**src/alu_settings.svh**
```systemverilog
// execute stage widths and divider iteration count.
`ifndef ALU_SETTINGS_SVH
`define ALU_SETTINGS_SVH

// datapath word width.
`define ALU_WIDTH 32

// shift amount taken from the low bits of opA.
`define SHAMT_WIDTH 5

// one restoring step per quotient bit.
`define DIV_STEPS `ALU_WIDTH

`endif

```
**src/aluPkg.sv**
```systemverilog
// shared enum types for instruction class, ALU operation and control state.
`default_nettype none

package aluPkg;

    typedef enum logic [2:0]
    {
        TYPE_R   = 3'b000,
        TYPE_I   = 3'b001,
        TYPE_MEM = 3'b010 // address sum only.
    } instType_t;

    typedef enum logic [3:0]
    {
        OP_ADD  = 4'b0000,
        OP_SUB  = 4'b0001,
        OP_SLT  = 4'b0010,
        OP_DIV  = 4'b0011,
        OP_MUL  = 4'b0100,
        OP_AND  = 4'b0101,
        OP_OR   = 4'b0110,
        OP_NOR  = 4'b0111,
        OP_XOR  = 4'b1000,
        OP_SLL  = 4'b1001,
        OP_SRA  = 4'b1010,
        OP_SRL  = 4'b1011,
        OP_LUI  = 4'b1100,
        OP_NONE = 4'b1111 // unknown class or field.
    } aluOp_t;

    typedef enum logic [1:0]
    {
        S_IDLE    = 2'b00,
        S_ISSUE   = 2'b01,
        S_MULWAIT = 2'b10,
        S_DIVWAIT = 2'b11
    } execState_t;

endpackage

`default_nettype wire

```
**src/execControl.sv**
```systemverilog
// control FSM that latches the decoded operation and sequences issue, wait and done.
`default_nettype none
`timescale 1ns/100ps

module execControl import aluPkg::*;
(
    input  logic   clk,
    input  logic   rst,
    input  logic   start,
    input  aluOp_t aluOp,
    input  logic   unsignedMode,
    input  logic   illegal,
    input  logic   divDone,
    output aluOp_t opReg,
    output logic   unsignedReg,
    output logic   illegalReg,
    output logic   capture,
    output logic   divStart,
    output logic   resultLoad,
    output logic   busy,
    output logic   done
);

    execState_t state;
    logic       loadReg; // delayed load for ALU and MUL paths.

    assign capture = start && !busy && (state == S_IDLE);

    // the divider path loads in the cycle its done pulse arrives.
    assign resultLoad = loadReg || ((state == S_DIVWAIT) && divDone);

    always_ff @(posedge clk)
    begin
        if (rst)
        begin
            state       <= S_IDLE;
            opReg       <= OP_NONE;
            unsignedReg <= 1'b0;
            illegalReg  <= 1'b0;
            divStart    <= 1'b0;
            loadReg     <= 1'b0;
            busy        <= 1'b0;
            done        <= 1'b0;
        end
        else
        begin
            divStart <= 1'b0;
            loadReg  <= 1'b0;
            done     <= resultLoad; // done trails the load by one cycle.
            if (resultLoad)
                busy <= 1'b0;
            case (state)
                S_IDLE:
                begin
                    if (capture)
                    begin
                        opReg       <= aluOp;
                        unsignedReg <= unsignedMode;
                        illegalReg  <= illegal;
                        busy        <= 1'b1;
                        if (illegal)
                            state <= S_ISSUE;
                        else if (aluOp == OP_MUL)
                            state <= S_MULWAIT;
                        else if (aluOp == OP_DIV)
                        begin
                            state    <= S_DIVWAIT;
                            divStart <= 1'b1;
                        end
                        else
                            state <= S_ISSUE;
                    end
                end
                S_MULWAIT: state <= S_ISSUE; // product registers this cycle.
                S_ISSUE:
                begin
                    loadReg <= 1'b1;
                    state   <= S_IDLE;
                end
                S_DIVWAIT:
                begin
                    if (divDone)
                        state <= S_IDLE;
                end
                default: state <= S_IDLE;
            endcase
        end
    end

    a_loadNotWithDone: assert property (@(posedge clk) disable iff (rst)
        !(done && resultLoad));

    // the divider only finishes while the FSM is waiting for it.
    a_divDoneInWait: assert property (@(posedge clk) disable iff (rst)
        divDone |-> (state == S_DIVWAIT));

endmodule

`default_nettype wire

```
**config.mk**
```make
export PLATFORM = sky130hd
export DESIGN_NAME = execControl
export DESIGN_NICKNAME = d
export VERILOG_FILES = /design/src/alu_settings.svh /design/src/aluPkg.sv /design/src/execControl.sv
export SDC_FILE = /design/constraint.sdc
export NUM_CORES = 1
export LEC_CHECK = 0
export BUFFER_PORTS_ARGS = -buffer_cell sky130_fd_sc_hd__clkbuf_2
export CELL_PAD_IN_SITES_DETAIL_PLACEMENT = 1
export CELL_PAD_IN_SITES_GLOBAL_PLACEMENT = 2
export CORE_MARGIN = 1
export CORE_UTILIZATION = 29
export CTS_BUF_LIST = sky130_fd_sc_hd__clkbuf_4 sky130_fd_sc_hd__clkbuf_8
export CTS_CLUSTER_DIAMETER = 200
export DETAILED_ROUTE_END_ITERATION = 8
export PLACE_DENSITY = 0.78
export SETUP_SLACK_MARGIN = 0.1
export SYNTH_ARGS = -nofsm -noshare
export SYNTH_HDL_FRONTEND = slang
export SYNTH_SLANG_ARGS = --single-unit
```
**constraint.sdc**
```tcl
create_clock -name clk -period 3.3 [get_ports clk]
set_input_delay 0.165 -clock clk [delete_from_list [all_inputs] [get_ports clk]]
set_output_delay 0.165 -clock clk [all_outputs]
set_load 0.05 [all_outputs]
```
After elaboration in Yosys (flattened, before gate mapping)

Index checks and enable logic that the tools add are counted.

Order comparisons: 0
Multiplexer cells: 11
Eq/ne operators: 7
$add $sub $neg: 0
Div/mod/pow operators: 0
Shift operators: 0
Bitwise logic cells: 2
Reductions and logical operators: 9
Multipliers: 0

Operator list:

| cell                                                 | number |
|---|---|
| two-way mux 2 bit                                    | 5 |
| one-hot mux 2 bit (4 select lines)                   | 1 |
| two-way mux 1 bit                                    | 5 |
| OR reduction 5 bit                                   | 1 |
| equality test 2 bit (second input constant)          | 2 |
| equality test 4 x 2 -> 1 bit (second input constant) | 1 |
| equality test 4 x 3 -> 1 bit (second input constant) | 1 |
| != test 2 bit (second input constant)                | 2 |
| AND reduction 2 bit                                  | 2 |
| logical AND 1 bit                                    | 3 |
| equality test 2 x 1 -> 1 bit (second input constant) | 1 |
| logical NOT 2 bit                                    | 1 |
| NOT 1 bit                                            | 2 |
| logical NOT 1 bit                                    | 1 |
| logical OR 1 bit                                     | 1 |

Bits in read-only memories: 0
Memories kept: 0
Register bits: 12
Bits in writable memories: 0
Input bits: 10
Output and inout port bits: 11
Bits in latches: 0

Longest topological paths before layout

Word-level depth: 6
Depth in mapped cells: 4

Worst setup path after synthesis

No wires, ideal clock.

Path kind: register to register
From: register busy
To: register illegalReg
Buffers on the path: 1
Arrival: 1344 ps
Cell stages (with the launch flop): 5
Data required time: 3172 ps
Clock period less this slack: 1472 ps
Setup slack: 1828 ps
Path through: dfxtp_1 -> nor4b_4 -> buf_6 -> mux2i_1 -> nor2_1

Word-level cells in the longest chain between the ends: 4

RTL lines:

| element                        | RTL line          | text |
|---|---|---|
| from (decl)                    | execControl.sv:20 | `output logic busy,` |
| from (signal assigned)         | execControl.sv:42 | `busy <= 1'b0;` |
| from (signal assigned)         | execControl.sv:51 | `busy <= 1'b0;` |
| from (signal assigned)         | execControl.sv:60 | `busy <= 1'b1;` |
| logical NOT 1 bit              | execControl.sv:27 | `assign capture = start && !busy && (state == S_IDLE);` |
| logical AND 1 bit (2 in a row) | execControl.sv:27 |  |
| net capture                    | execControl.sv:17 | `output logic capture,` |
| AND reduction 2 bit (no line)  | --                |  |
| to (signal assigned)           | execControl.sv:59 | `illegalReg <= illegal;` |
| to (decl)                      | execControl.sv:16 | `output logic illegalReg,` |

The timed path passes the listed nets, and every way through them passes these cells.
A chain may end at the register's enable or synchronous reset.

Worst setup path after layout

From: register state[0]
To: output port capture

Word-level cells in the longest chain between the ends: 2

RTL lines:

| element                | RTL line          | text |
|---|---|---|
| from (decl)            | execControl.sv:24 | `execState_t state;` |
| from (signal assigned) | execControl.sv:36 | `state <= S_IDLE;` |
| from (signal assigned) | execControl.sv:62 | `state <= S_ISSUE;` |
| from (signal assigned) | execControl.sv:64 | `state <= S_MULWAIT;` |
| logical NOT 2 bit      | execControl.sv:27 |  |
| logical AND 1 bit      | execControl.sv:27 |  |
| to (decl)              | execControl.sv:17 |  |

Every way passes these cells.

==> metrics.txt <==
status=completed; cts repair resizes=0; initial antenna violation count=0; Slew @ Worst Pin=0.7614 ns; TritonCTS Sinks=12; CTS tree=done; WL/cell=11.92 µm; vias in the first global route=368; Net Switching=0.0001167 W; setup_tns=0 ns; largest net degree at the start of global routing=15; GPL Wtd Cong=0.6586; Clk pwr share=32.9%; Placement Rows=14; P&R area growth vs syn=28.61%; Comb pwr share=22.8%; FF-to-FF path depth=3; cts hold-fix bufs=0; top-area cell type share of the netlist area=48.61%; Layout Skew=0.001809 ns; most instantiated library cell after synthesis=dfxtp_1; IO Pins=21; critical path endpoint category=output pin; Worst setup SP type=register; Hold Fails Final Rpt=0; Hold Path Depth=2; diode count=0; number of max-cap violations=0; Critical-path top delay cell=nor4b_4; worst min path class=primary input to register; Seq cells post-synth=12; Slew Viols, Final=0; Hold Slack=0.1044 ns; GRT overflow=0; ANT nets after route=0; clock latency on the worst-skew pair=0.28 ns; post-CTS setup buffer count=0; Final period util=58.89%; via count=433; ranking of synthesized cells by area=dfxtp_1 (49%), a211o_2 (8.1%), nor2b_1 (7.6%); RSZ-0062 raised after global routing=false; cell breakdown of the critical path=nor4b_4 > clkbuf_2; Crit path largest cell delay=0.73 ns; DRT Pass-1 Iters=3; Post-Place Worst Slack=1.652 ns; Sw Ratio=32.02%; DIE AREA=0.001873 mm²; Req. time, crit path=3.13 ns; die width=43.28 µm; RR Endpoint=opReg[2]$_SDFFE_PP1P_; slew margin rel.=49.02%; Total Routed Length=1.025 mm; Yosys top cell by area=dfxtp_1; ys async rst share=0%; DR vias/cell=5.035; first-pass GRT wire length=1.607 mm; VDD IR max=0.2744 mV; sequential cell area fraction in the yosys report=48.61%; Tot GR Track Use=11.75%; Top FF cell, synth=dfxtp_1; Cell Area, Synth=494.2 µm²; number of flops mapped to enable cells by yosys=0; DRC Markers=0; Sequential Power Share=44.3%; DP Wirelength=761.9 µm; layout cell share with drive strength beyond 1=42.86%; min-delay src=aluOp[3]; CTS root buffer=clkbuf_4; core area=0.001541 mm²; Initial Util=32.06%; leakage power=0.2933 nW; port bufs=20; Yosys warnings=0; Worst-path clk slew=0.08 ns; die height=43.28 µm; Max H-tree Level=1; post-synth net total=58; final worst path period need=1.943 ns; Setup-failing EPs final=0; peak fanout along the critical path=14; Setup WS post-layout=1.357 ns; Synth Instances=48; clk buf depth=2; nets=81; critical path class=register to output pin; WHS Endpoint=opReg[3]$_SDFFE_PP1P_; achievable frequency=514.6 MHz; most frequent cells after synthesis=dfxtp_1 (12), nor2_1 (6), nor2b_1 (6); PwrDens=573.2 mW/mm²; RR Startpoint=state[0]$_SDFFE_PP0P_; Num CTS Buffers=3; initial DRC count=2; Netlist cell types=19; FF-to-FF setup slack=1.66 ns; Critical Path AT=1.78 ns; internal power=0.0002477 W; syn avg cell area=10.30 µm²
[state kept, by name, indices dropped and copies added, names as in the netlist]
name,cells
divStart,1
opReg,4
unsignedReg,1
loadReg,1
state,2
done,1
busy,1
illegalReg,1
[worst max-delay path: cells and delay by family, from the launching register on]
family	cells	cell delay (ns)
buffers and inverters	1	0.40
DFF	1	0.37
and+or+nand+nor	1	0.73
[cell type report]
cell class | count | area [µm²]
multi-input combinational | 32 | 231.5
timing repair buffer | 20 | 100.1
fill | 188 | 905.9
inverter | 2 | 7.507
clock buffer | 4 | 36.28
sequential | 12 | 240.2
tap | 16 | 20.02
[how the worst max path moves through the flow]
| stage | startpoint | to | slack (ns) | cells past startpoint |
|---|---|---|---|---|
| floorplan | busy$_SDFF_PP0_ | illegalReg$_SDFFE_PP0P_ | 1.83 | 4 |
| global placement | state[1]$_SDFFE_PP0P_ | capture | 1.67 | 2 |
| detailed placement | state[0]$_SDFFE_PP0P_ | capture | 1.65 | 2 |
| CTS | state[1]$_SDFFE_PP0P_ | capture | 1.33 | 2 |
| global route | state[0]$_SDFFE_PP0P_ | capture | 1.24 | 2 |
| finish | state[0]$_SDFFE_PP0P_ | capture | 1.36 | 2 |
[logic make-up (layout without fill, tap and decap cells)]
| logic type | after synthesis | count (layout) | synth area share, % |
|---|---|---|---|
| AND/OR/NAND/NOR | 20 | 20 | 27.59 |
| flip-flops | 12 | 12 | 48.61 |
| AO/OA/AOI/OAI | 10 | 10 | 15.19 |
| buffers and inverters | 4 | 26 | 4.557 |
| multiplexers | 2 | 2 | 4.051 |
[stage by stage]
stage / total power (W) / utilization, % / instances / instance area, µm²
finish: 0.0003644 / 41.23 / 86 / 635.6
global route: 0.0003828 / 41.23 / 86 / 635.6
CTS: 0.0003716 / 41.23 / 86 / 635.6
detailed placement: 0.0002490 / 38.88 / 82 / 599.3
global placement: 0.0002482 / 38.88 / 82 / 599.3
floorplan: 0.0002290 / - / 48 / 494.2
[power by group through the flow]
| stage | clock network, W | logic (W) | registers (W) |
|---|---|---|---|
| after CTS | 0.000126 | 0.0000843 | 0.000162 |
| final | 0.000120 | 0.0000831 | 0.000161 |
| after detailed placement | 0 | 0.0000841 | 0.000165 |
| after floorplan | 0 | 0.0000360 | 0.000193 |
| after global routing | 0.000131 | 0.0000887 | 0.000163 |
| after global placement | 0 | 0.0000837 | 0.000165 |
[cell usage in the layout (no fill, tap or decap), types with 2 or more instances in the layout]
cell       n
clkbuf_2  20
dfxtp_1   12
nor2b_1    6
nor2_1     6
a211o_2    4
a21oi_1    3
clkbuf_4   3
inv_1      2
nor3b_1    2
mux2i_1    2
[per-layer routing]
metal	routed length (µm)	global-route usage (%)
met1	473	15.36
met2	462	17.31
met3	74	2.553
met4	14	7.273
met5	0	0
Power figures use the tool's default switching activity.
