`src/alu_settings.svh`:
```
// execute stage widths and divider iteration count.
`ifndef ALU_SETTINGS_SVH
`define ALU_SETTINGS_SVH

// datapath word width.
`define ALU_WIDTH 32

// shift amount taken from the low bits of opA.
`define SHAMT_WIDTH 5

// one restoring step per quotient bit.
`define DIV_STEPS `ALU_WIDTH

`endif

```
`src/divUnit.sv`:
```
// iterative restoring divider with sign correction and divide-by-zero result.
`default_nettype none
`timescale 1ns/100ps
`include "alu_settings.svh"

module divUnit
(
    input  logic                  clk,
    input  logic                  rst,
    input  logic                  divStart,
    input  logic [`ALU_WIDTH-1:0] opAReg,
    input  logic [`ALU_WIDTH-1:0] opBReg,
    input  logic                  unsignedReg,
    output logic [`ALU_WIDTH-1:0] quotient,
    output logic [`ALU_WIDTH-1:0] remainder,
    output logic                  divDone
);

    localparam int W  = `ALU_WIDTH;
    localparam int CW = $clog2(`DIV_STEPS + 1);
    localparam logic [CW-1:0] LAST = CW'(`DIV_STEPS);

    logic          running;
    logic [CW-1:0] stepCount;
    logic          negA;
    logic          negB;
    logic [W-1:0]  aMag;
    logic [W-1:0]  bMag;
    logic [W-1:0]  remReg;
    logic [W-1:0]  quoReg;
    logic [W:0]    shifted;
    logic [W:0]    trial;

    // operands stay latched in the core for the whole division.
    assign negA    = !unsignedReg && opAReg[W-1];
    assign negB    = !unsignedReg && opBReg[W-1];
    assign aMag    = negA ? -opAReg : opAReg;
    assign bMag    = negB ? -opBReg : opBReg;
    assign shifted = {remReg, quoReg[W-1]};
    assign trial   = shifted - {1'b0, bMag};

    always_ff @(posedge clk)
    begin
        if (rst)
        begin
            running   <= 1'b0;
            stepCount <= '0;
            divDone   <= 1'b0;
        end
        else
        begin
            divDone <= 1'b0;
            if (divStart)
            begin
                running   <= 1'b1;
                stepCount <= '0;
            end
            else if (running)
            begin
                if (stepCount == LAST)
                begin
                    running <= 1'b0; // sign fix cycle.
                    divDone <= 1'b1;
                end
                else
                    stepCount <= stepCount + 1'b1;
            end
        end
    end

    always_ff @(posedge clk)
    begin
        if (divStart)
        begin
            remReg <= '0;
            quoReg <= aMag;
        end
        else if (running && (stepCount != LAST))
        begin
            if (!trial[W])
            begin
                remReg <= trial[W-1:0];
                quoReg <= {quoReg[W-2:0], 1'b1};
            end
            else
            begin
                remReg <= shifted[W-1:0]; // restore.
                quoReg <= {quoReg[W-2:0], 1'b0};
            end
        end
        else if (running)
        begin
            if (bMag == '0)
            begin
                quotient  <= '1;
                remainder <= opAReg;
            end
            else
            begin
                quotient  <= (negA ^ negB) ? -quoReg : quoReg; // truncate toward zero.
                remainder <= negA ? -remReg : remReg;
            end
        end
    end

    a_stepBound: assert property (@(posedge clk) disable iff (rst)
        stepCount <= LAST);

endmodule

`default_nettype wire

```
`config.mk`:
```
export PLATFORM = sky130hd
export DESIGN_NAME = divUnit
export DESIGN_NICKNAME = d
export VERILOG_FILES = /design/src/divUnit.sv
export VERILOG_INCLUDE_DIRS = /design/src
export SDC_FILE = /design/constraint.sdc
export NUM_CORES = 1
export LEC_CHECK = 0
export ABC_AREA = 1
export BUFFER_PORTS_ARGS = -buffer_cell sky130_fd_sc_hd__buf_2
export CAP_MARGIN = 10
export CORE_ASPECT_RATIO = 0.6
export CORE_MARGIN = 8
export CORE_UTILIZATION = 30
export CTS_CLUSTER_SIZE = 10
export DETAILED_ROUTE_END_ITERATION = 12
export HOLD_SLACK_MARGIN = 0.03
export PLACE_DENSITY = 0.53
export SLEW_MARGIN = 20
export SYNTH_ARGS = -nofsm -noshare
export SYNTH_HDL_FRONTEND = slang
export SYNTH_SLANG_ARGS = --single-unit
```
`constraint.sdc`:
```
create_clock -name clk -period 5.2 [get_ports clk]
set_input_delay 1.3 -clock clk [delete_from_list [all_inputs] [get_ports clk]]
set_output_delay 1.3 -clock clk [all_outputs]
set_load 0.005 [all_outputs]
```
After elaboration in Yosys (flattened, before gate mapping)
Cells that the tools add are included.

Add/sub/neg operators: 6. Equal/unequal tests: 2. Multiplexer cells: 13. Bitwise gates (word level): 5. Reduce and logical (&&, ||, !) cells: 10.

Operator list (count): $mux W32 (8); $neg A32 Y32 (4); $sub A33 B32 Y33 (1); $logic_not A32 Y1 (1); $add A6 B1 Y6 const B (1); $eq A6 B6 Y1 const B (1); $ne A6 B6 Y1 const B (1); $mux W1 (5); $not A1 Y1 (4); $logic_and A1 B1 Y1 (3); $reduce_and A3 Y1 (1); $reduce_or A3 Y1 (1); $reduce_and A2 Y1 (1); $reduce_bool A2 Y1 (1); $reduce_or A2 Y1 (1); $logic_not A1 Y1 (1); $xor A1 B1 Y1 (1).

Register bits: 136. Output and inout bits: 65. Logic and storage cells: 43.

Depth between registers and ports, before layout
Word-level depth: 7. Mapped depth: 27. Gate-level depth less buffers: 24.

Least setup slack after synthesis
No wires, ideal clock.

Path type: input to register. Start point: input port divStart. End point: register quotient[0] (enable). Arrival: 5.040 ns. Slack: -0.326 ns. Stages on the path: 4. Path buffers: 1. Path through: clkbuf_1 -> nor2_1 -> inv_1 -> nor2_1.

Longest elaborated chain between the ends: 2.

Ends and longest elaborated chain: start: declaration (RTL line divUnit.sv:10) `input logic divStart,`; $not A1 Y1 (no line); $reduce_and A3 Y1 (no line); end signal: assignment (RTL line divUnit.sv:100) `quotient <= (negA ^ negB) ? -quoReg : quoReg;`; end: declaration (RTL line divUnit.sv:14) `` output logic [`ALU_WIDTH-1:0] quotient, ``.

Every way passes these cells. A chain may end at the register's enable or synchronous reset.

Worst setup path in the final report
Start point: input port opBReg[0]. End point: register quoReg[0], data pin.

Longest elaborated chain between the ends: 6.

Ends and longest elaborated chain: start: declaration (RTL line divUnit.sv:12) `` input logic [`ALU_WIDTH-1:0] opBReg, ``; $neg A32 Y32 (RTL line divUnit.sv:38) `assign bMag = negB ? -opBReg : opBReg;`; $mux W32 (*) (RTL line divUnit.sv:38); $sub A33 B32 Y33 (*) (RTL line divUnit.sv:40) `assign trial = shifted - {1'b0, bMag};`; $mux W1 (*) (RTL line divUnit.sv:80) `if (!trial[W])`; $mux W32 (*) (RTL line divUnit.sv:78) `else if (running && (stepCount != LAST))`; $mux W32 (*) (RTL line divUnit.sv:73) `if (divStart)`; end signal: assignment (RTL line divUnit.sv:76) `quoReg <= aMag;`; end signal: assignment (RTL line divUnit.sv:83) `quoReg <= {quoReg[W-2:0], 1'b1};`; end signal: assignment (RTL line divUnit.sv:88) `quoReg <= {quoReg[W-2:0], 1'b0};`; end: declaration (RTL line divUnit.sv:30) `logic [W-1:0] quoReg;`.

Mark *: on every way between the ends. The rest lies on a longest branch, timed or not. The select of a mux whose other input is x is not followed.

==> report_table.html <==
<table>
<tr><th>Metric</th><th>Value</th></tr>
<tr><th colspan="2">Critical path</th></tr>
<tr><td>Worst Setup End Kind</td><td>flop</td></tr>
<tr><td>Start point of the critical path</td><td>opBReg[0]</td></tr>
<tr><td>Arr. time, crit path</td><td>4.80 ns</td></tr>
<tr><td>Flop2flop setup slack</td><td>1.78 ns</td></tr>
<tr><td>Category of the worst setup path launch point</td><td>primary input</td></tr>
<tr><td>Worst reg2reg endpoint</td><td>remainder[30]$_DFFE_PP_</td></tr>
<tr><td>Reg-to-reg critical path startpoint</td><td>remReg[0]$_SDFFE_PP0P_</td></tr>
<tr><td>Critical path data required time</td><td>5.37 ns</td></tr>
<tr><td>Endpoint of the most critical setup path</td><td>quoReg[0]$_DFFE_PP_</td></tr>
<tr><td>Count of cells along the worst register-to-register path</td><td>15</td></tr>
<tr><td>Start-to-end type of the worst setup path</td><td>in2reg</td></tr>
<tr><td>Largest fanout on the critical path</td><td>28</td></tr>
<tr><th colspan="2">Die</th></tr>
<tr><td>Die Y</td><td>about 170 um</td></tr>
<tr><td>Std cell rows</td><td>55</td></tr>
<tr><td>Initial Utilization</td><td>30.19%</td></tr>
<tr><td>IO Pins</td><td>133</td></tr>
<tr><td>Die ar.</td><td>44,270 um^2</td></tr>
<tr><td>Chip width</td><td>around 270 um</td></tr>
<tr><td>Core footprint</td><td>37,370 um^2</td></tr>
<tr><th colspan="2">GRT</th></tr>
<tr><td>Total grt overflow</td><td>0</td></tr>
<tr><td>Number of global-route vias before repair</td><td>10,738</td></tr>
<tr><td>Maximum number of pins on one net before global-route repair</td><td>61</td></tr>
<tr><td>First-pass GRT wire length</td><td>between 50,000 and 60,000 um</td></tr>
<tr><td>Antenna violations before repair</td><td>13</td></tr>
<tr><td>Tot GR Track Use</td><td>roughly 17%</td></tr>
<tr><th colspan="2">STA</th></tr>
<tr><td>Peak Freq</td><td>216.1 MHz</td></tr>
<tr><td>Total negative setup slack</td><td>0 ns</td></tr>
<tr><td>Final Max Tran Viols</td><td>0</td></tr>
<tr><td>Setup repair after global routing missed its margin</td><td>false</td></tr>
<tr><td>Rel. slew slack</td><td>36.52%</td></tr>
<tr><td>WHS</td><td>approximately 0.48 ns</td></tr>
<tr><td>Final-report setup violation count</td><td>0</td></tr>
<tr><td>Slew of the pin with the lowest slew margin</td><td>0.9500 ns</td></tr>
<tr><td>Number of hold violations in the final report</td><td>0</td></tr>
<tr><td>Setup Skew</td><td>~0.012 ns</td></tr>
<tr><td>Period utilisation layout</td><td>89.00%</td></tr>
<tr><td>Fin crit period</td><td>approximately 4.6 ns</td></tr>
<tr><th colspan="2">Synth</th></tr>
<tr><td>Synth warnings</td><td>0</td></tr>
<tr><td>Portion of the post-synthesis area used by sequential elements</td><td>32.65%</td></tr>
<tr><td>Syn avg cell area</td><td>just under 7 um^2</td></tr>
<tr><td>Post-synthesis register bit count</td><td>136</td></tr>
<tr><td>Synth Cell Area</td><td>11,280 um^2</td></tr>
<tr><td>EDFF count, synth</td><td>between 90 and 100</td></tr>
<tr><td>Share of flip-flops with an asynchronous set or reset</td><td>0%</td></tr>
<tr><td>Most area-consuming cells after synthesis</td><td>edfxtp_1 26%, nand2_1 16%, xor2_1 7.8%</td></tr>
<tr><td>Number of cells produced by synthesis</td><td>1,637</td></tr>
<tr><td>Leading register cell type out of synthesis</td><td>edfxtp_1</td></tr>
<tr><td>Number of library cell types mapped by synthesis</td><td>between 40 and 50</td></tr>
<tr><td>Cell type with the largest total area after synthesis</td><td>edfxtp_1</td></tr>
<tr><td>Post-synth net total</td><td>1,730</td></tr>
<tr><td>Portion of synthesized cell area occupied by the leading cell type</td><td>25.55%</td></tr>
<tr><th colspan="2">Routing</th></tr>
<tr><td>Vias</td><td>11,094</td></tr>
<tr><td>Iteration-0 DRC count of the detailed router</td><td>886</td></tr>
<tr><td>Antenna Nets Post-Route</td><td>0</td></tr>
<tr><td>Initial DRT Pass Iterations</td><td>5</td></tr>
<tr><td>Routed length per placed instance</td><td>between 15 and 20 um</td></tr>
<tr><td>Count of unresolved DRC violations after routing</td><td>0</td></tr>
<tr><td>Routed vias/inst</td><td>4.845</td></tr>
<tr><td>Final Routed Wirelength</td><td>37,510 um</td></tr>
<tr><th colspan="2">Placement</th></tr>
<tr><td>Dpl cells</td><td>2,249</td></tr>
<tr><td>Port buffer count</td><td>132</td></tr>
<tr><td>Routability cong.</td><td>0.9241</td></tr>
<tr><td>HPWL after DPL</td><td>a little over 30,000 um</td></tr>
<tr><th colspan="2">Hold path</th></tr>
<tr><td>Type of the most critical hold path</td><td>reg2reg</td></tr>
<tr><td>Hold Crit Depth</td><td>1</td></tr>
<tr><th colspan="2">Power and ir drop</th></tr>
<tr><td>Leakage dissipation</td><td>6.123 nW</td></tr>
<tr><td>Cell area power density</td><td>246.6 nW/um^2</td></tr>
<tr><td>Total power of the final layout</td><td>3.210 mW</td></tr>
<tr><td>Maximum ir drop on the vdd rail</td><td>~0.19 mV</td></tr>
<tr><th colspan="2">Finish</th></tr>
<tr><td>Filler cell count in the final layout</td><td>4,060</td></tr>
<tr><td>Number of non-filler instances in the completed layout</td><td>2,290</td></tr>
<tr><td>Area delta synth-&gt;final</td><td>15.40%</td></tr>
<tr><td>Net count reported at finish</td><td>1,848</td></tr>
<tr><td>Proportion of layout cells with a drive suffix above 1</td><td>between 10% and 20%</td></tr>
<tr><th colspan="2">Clock network</th></tr>
<tr><td>Maximum buffer depth of the clock tree</td><td>2</td></tr>
<tr><td>Number of buffers inserted for hold repair after clock tree synthesis</td><td>0</td></tr>
<tr><td>Clock slew at the register clock pins of the worst setup and hold paths</td><td>0.06 ns</td></tr>
<tr><td>Total clock buffers created by CTS</td><td>17</td></tr>
<tr><td>Resize count post-CTS</td><td>0</td></tr>
<tr><td>Number of buffers added for setup after CTS</td><td>0</td></tr>
<tr><td>Clock H-tree levels</td><td>4</td></tr>
<tr><td>Worst-skew pair later-pin latency</td><td>0.44 ns</td></tr>
<tr><td>TritonCTS clock tree</td><td>yes</td></tr>
<tr><td>Sinks on the clock net</td><td>136</td></tr>
<tr><td>Clock tree root buffer cell</td><td>clkbuf_16</td></tr>
<tr><th colspan="2">Status</th></tr>
<tr><td>Run status</td><td>complete, no violations</td></tr>
<tr><th colspan="2">Run</th></tr>
<tr><td>Max-cap violation count</td><td>0</td></tr>
</table>
-- layout by cell type (no fill, tap or decap), types with 6 or more instances in the layout --
cell type,netlist,final
nand4_1,27,27
nand3b_1,13,13
a31oi_1,8,8
o21ai_0,94,94
nand2_2,39,39
o21ai_1,18,18
edfxtp_1,96,96
nor3_1,30,30
dfxtp_1,40,40
a21oi_1,41,41
buf_4,8,12
xor2_1,100,100
inv_1,187,187
o31ai_1,6,6
nor4_1,10,10
xnor2_1,13,13
clkbuf_16,0,17
buf_2,1,132
nor2_1,151,147
or2_2,10,10
ha_1,24,24
nand2_1,479,479
nor2_2,8,10
nand3_2,22,22
nor2_4,6,8
nand3_1,139,139
diode_2,0,9
-- synthesized netlist by cell type (2+ instances only) --
cell type          n
a21oi_1           41
a31oi_1            8
buf_4              8
buf_6              3
clkbuf_1          26
clkbuf_8           2
clkdlybuf4s15_1    2
clkinv_1           2
dfxtp_1           40
dlygate4sd3_1      2
edfxtp_1          96
ha_1              24
inv_1            187
inv_2              5
nand2_1          479
nand2_2           39
nand2_4            5
nand3_1          139
nand3_2           22
nand3b_1          13
nand4_1           27
nor2_1           151
nor2_2             8
nor2_4             6
nor3_1            30
nor4_1            10
o211ai_1           2
o21ai_0           94
o21ai_1           18
o21ai_2            4
o31ai_1            6
o41ai_1            2
or2_2             10
xnor2_1           13
xor2_1           100
-- worst min path at each step --
stage / startpoint / to / slack [ns]
2_1_floorplan: stepCount[4]$_SDFFE_PP0P_ / stepCount[4]$_SDFFE_PP0P_ / 0.44
3_3_place_gp: stepCount[4]$_SDFFE_PP0P_ / stepCount[4]$_SDFFE_PP0P_ / 0.47
3_5_place_dp: stepCount[4]$_SDFFE_PP0P_ / stepCount[4]$_SDFFE_PP0P_ / 0.47
4_1_cts: remReg[1]$_SDFFE_PP0P_ / remReg[1]$_SDFFE_PP0P_ / 0.49
5_1_grt: stepCount[4]$_SDFFE_PP0P_ / stepCount[4]$_SDFFE_PP0P_ / 0.51
6_report: stepCount[4]$_SDFFE_PP0P_ / stepCount[4]$_SDFFE_PP0P_ / 0.48
-- state kept, by name, indices dropped and copies added, names as in the netlist --
signal     flops
remainder     32
running        1
remReg        32
stepCount      6
quoReg        32
quotient      32
divDone        1
-- per-stage QoR --
stage	cell area (um^2)	util (%)	setup slack [ns]
2_1_floorplan	11280	-	0.7552
3_3_place_gp	12430	33.25	0.4084
3_5_place_dp	12430	33.25	0.2261
4_1_cts	13000	34.78	0.6806
5_1_grt	13010	34.82	0.3099
6_report	13020	34.84	0.5720
-- routing by layer --
| layer | up-vias | share of wire, % | global-route usage, % | wire length (um) |
|---|---|---|---|---|
| met4 | 12 | 1.6 | 4.530 | 600 |
| met1 | 5100 | 49 | 23.94 | 18520 |
| met3 | 45 | 8.1 | 4.791 | 3036 |
| met5 | - | 0.20 | 0 | 74 |
| met2 | 355 | 41 | 24.37 | 15280 |
| li1 | 5582 | - | - | - |
-- final cells by class --
class                      count  area, um^2  area share [%]
multi-input combinational   1260        6581           50.55
sequential                   136        3684           28.29
timing repair buffer         146       790.8           6.073
inverter                     194       728.2           5.593
tap                          513       641.9           4.930
clock buffer                  22       444.2           3.411
clock inverter                10       127.6          0.9802
antenna                        9       22.52          0.1730
-- cells by family after synthesis --
family / after synthesis / synth area share (%)
simple gates: 944 / 38.09
buf+inv: 241 / 9.194
compound gates: 178 / 8.451
flops: 136 / 32.65
xor+xnor: 113 / 8.772
fa+ha+maj: 25 / 2.839
-- power by group --
| part | internal (mW) | switching (mW) |
|---|---|---|
| sequential | 1.25 | 0.0499 |
| clock | 0.747 | 0.479 |
| combinational | 0.235 | 0.453 |
| total | 2.23 | 0.982 |
-- critical path, cell delays in order --
cell     delay (ns)
buf_2          0.11
inv_1          0.10
ha_1           0.22
nand2_2        0.12
nor2_4         0.27
nand4_1        0.20
o21ai_0        0.33
o21ai_0        0.17
xor2_1         0.18
ha_1           0.38
nand2_1        0.12
nor3_1         0.24
inv_1          0.12
nor2_4         0.14
nand3_2        0.11
nand3_1        0.14
nand2_1        0.07
nand2_2        0.14
buf_12         0.20
o21ai_0        0.10
Power figures use the tool's default switching activity.
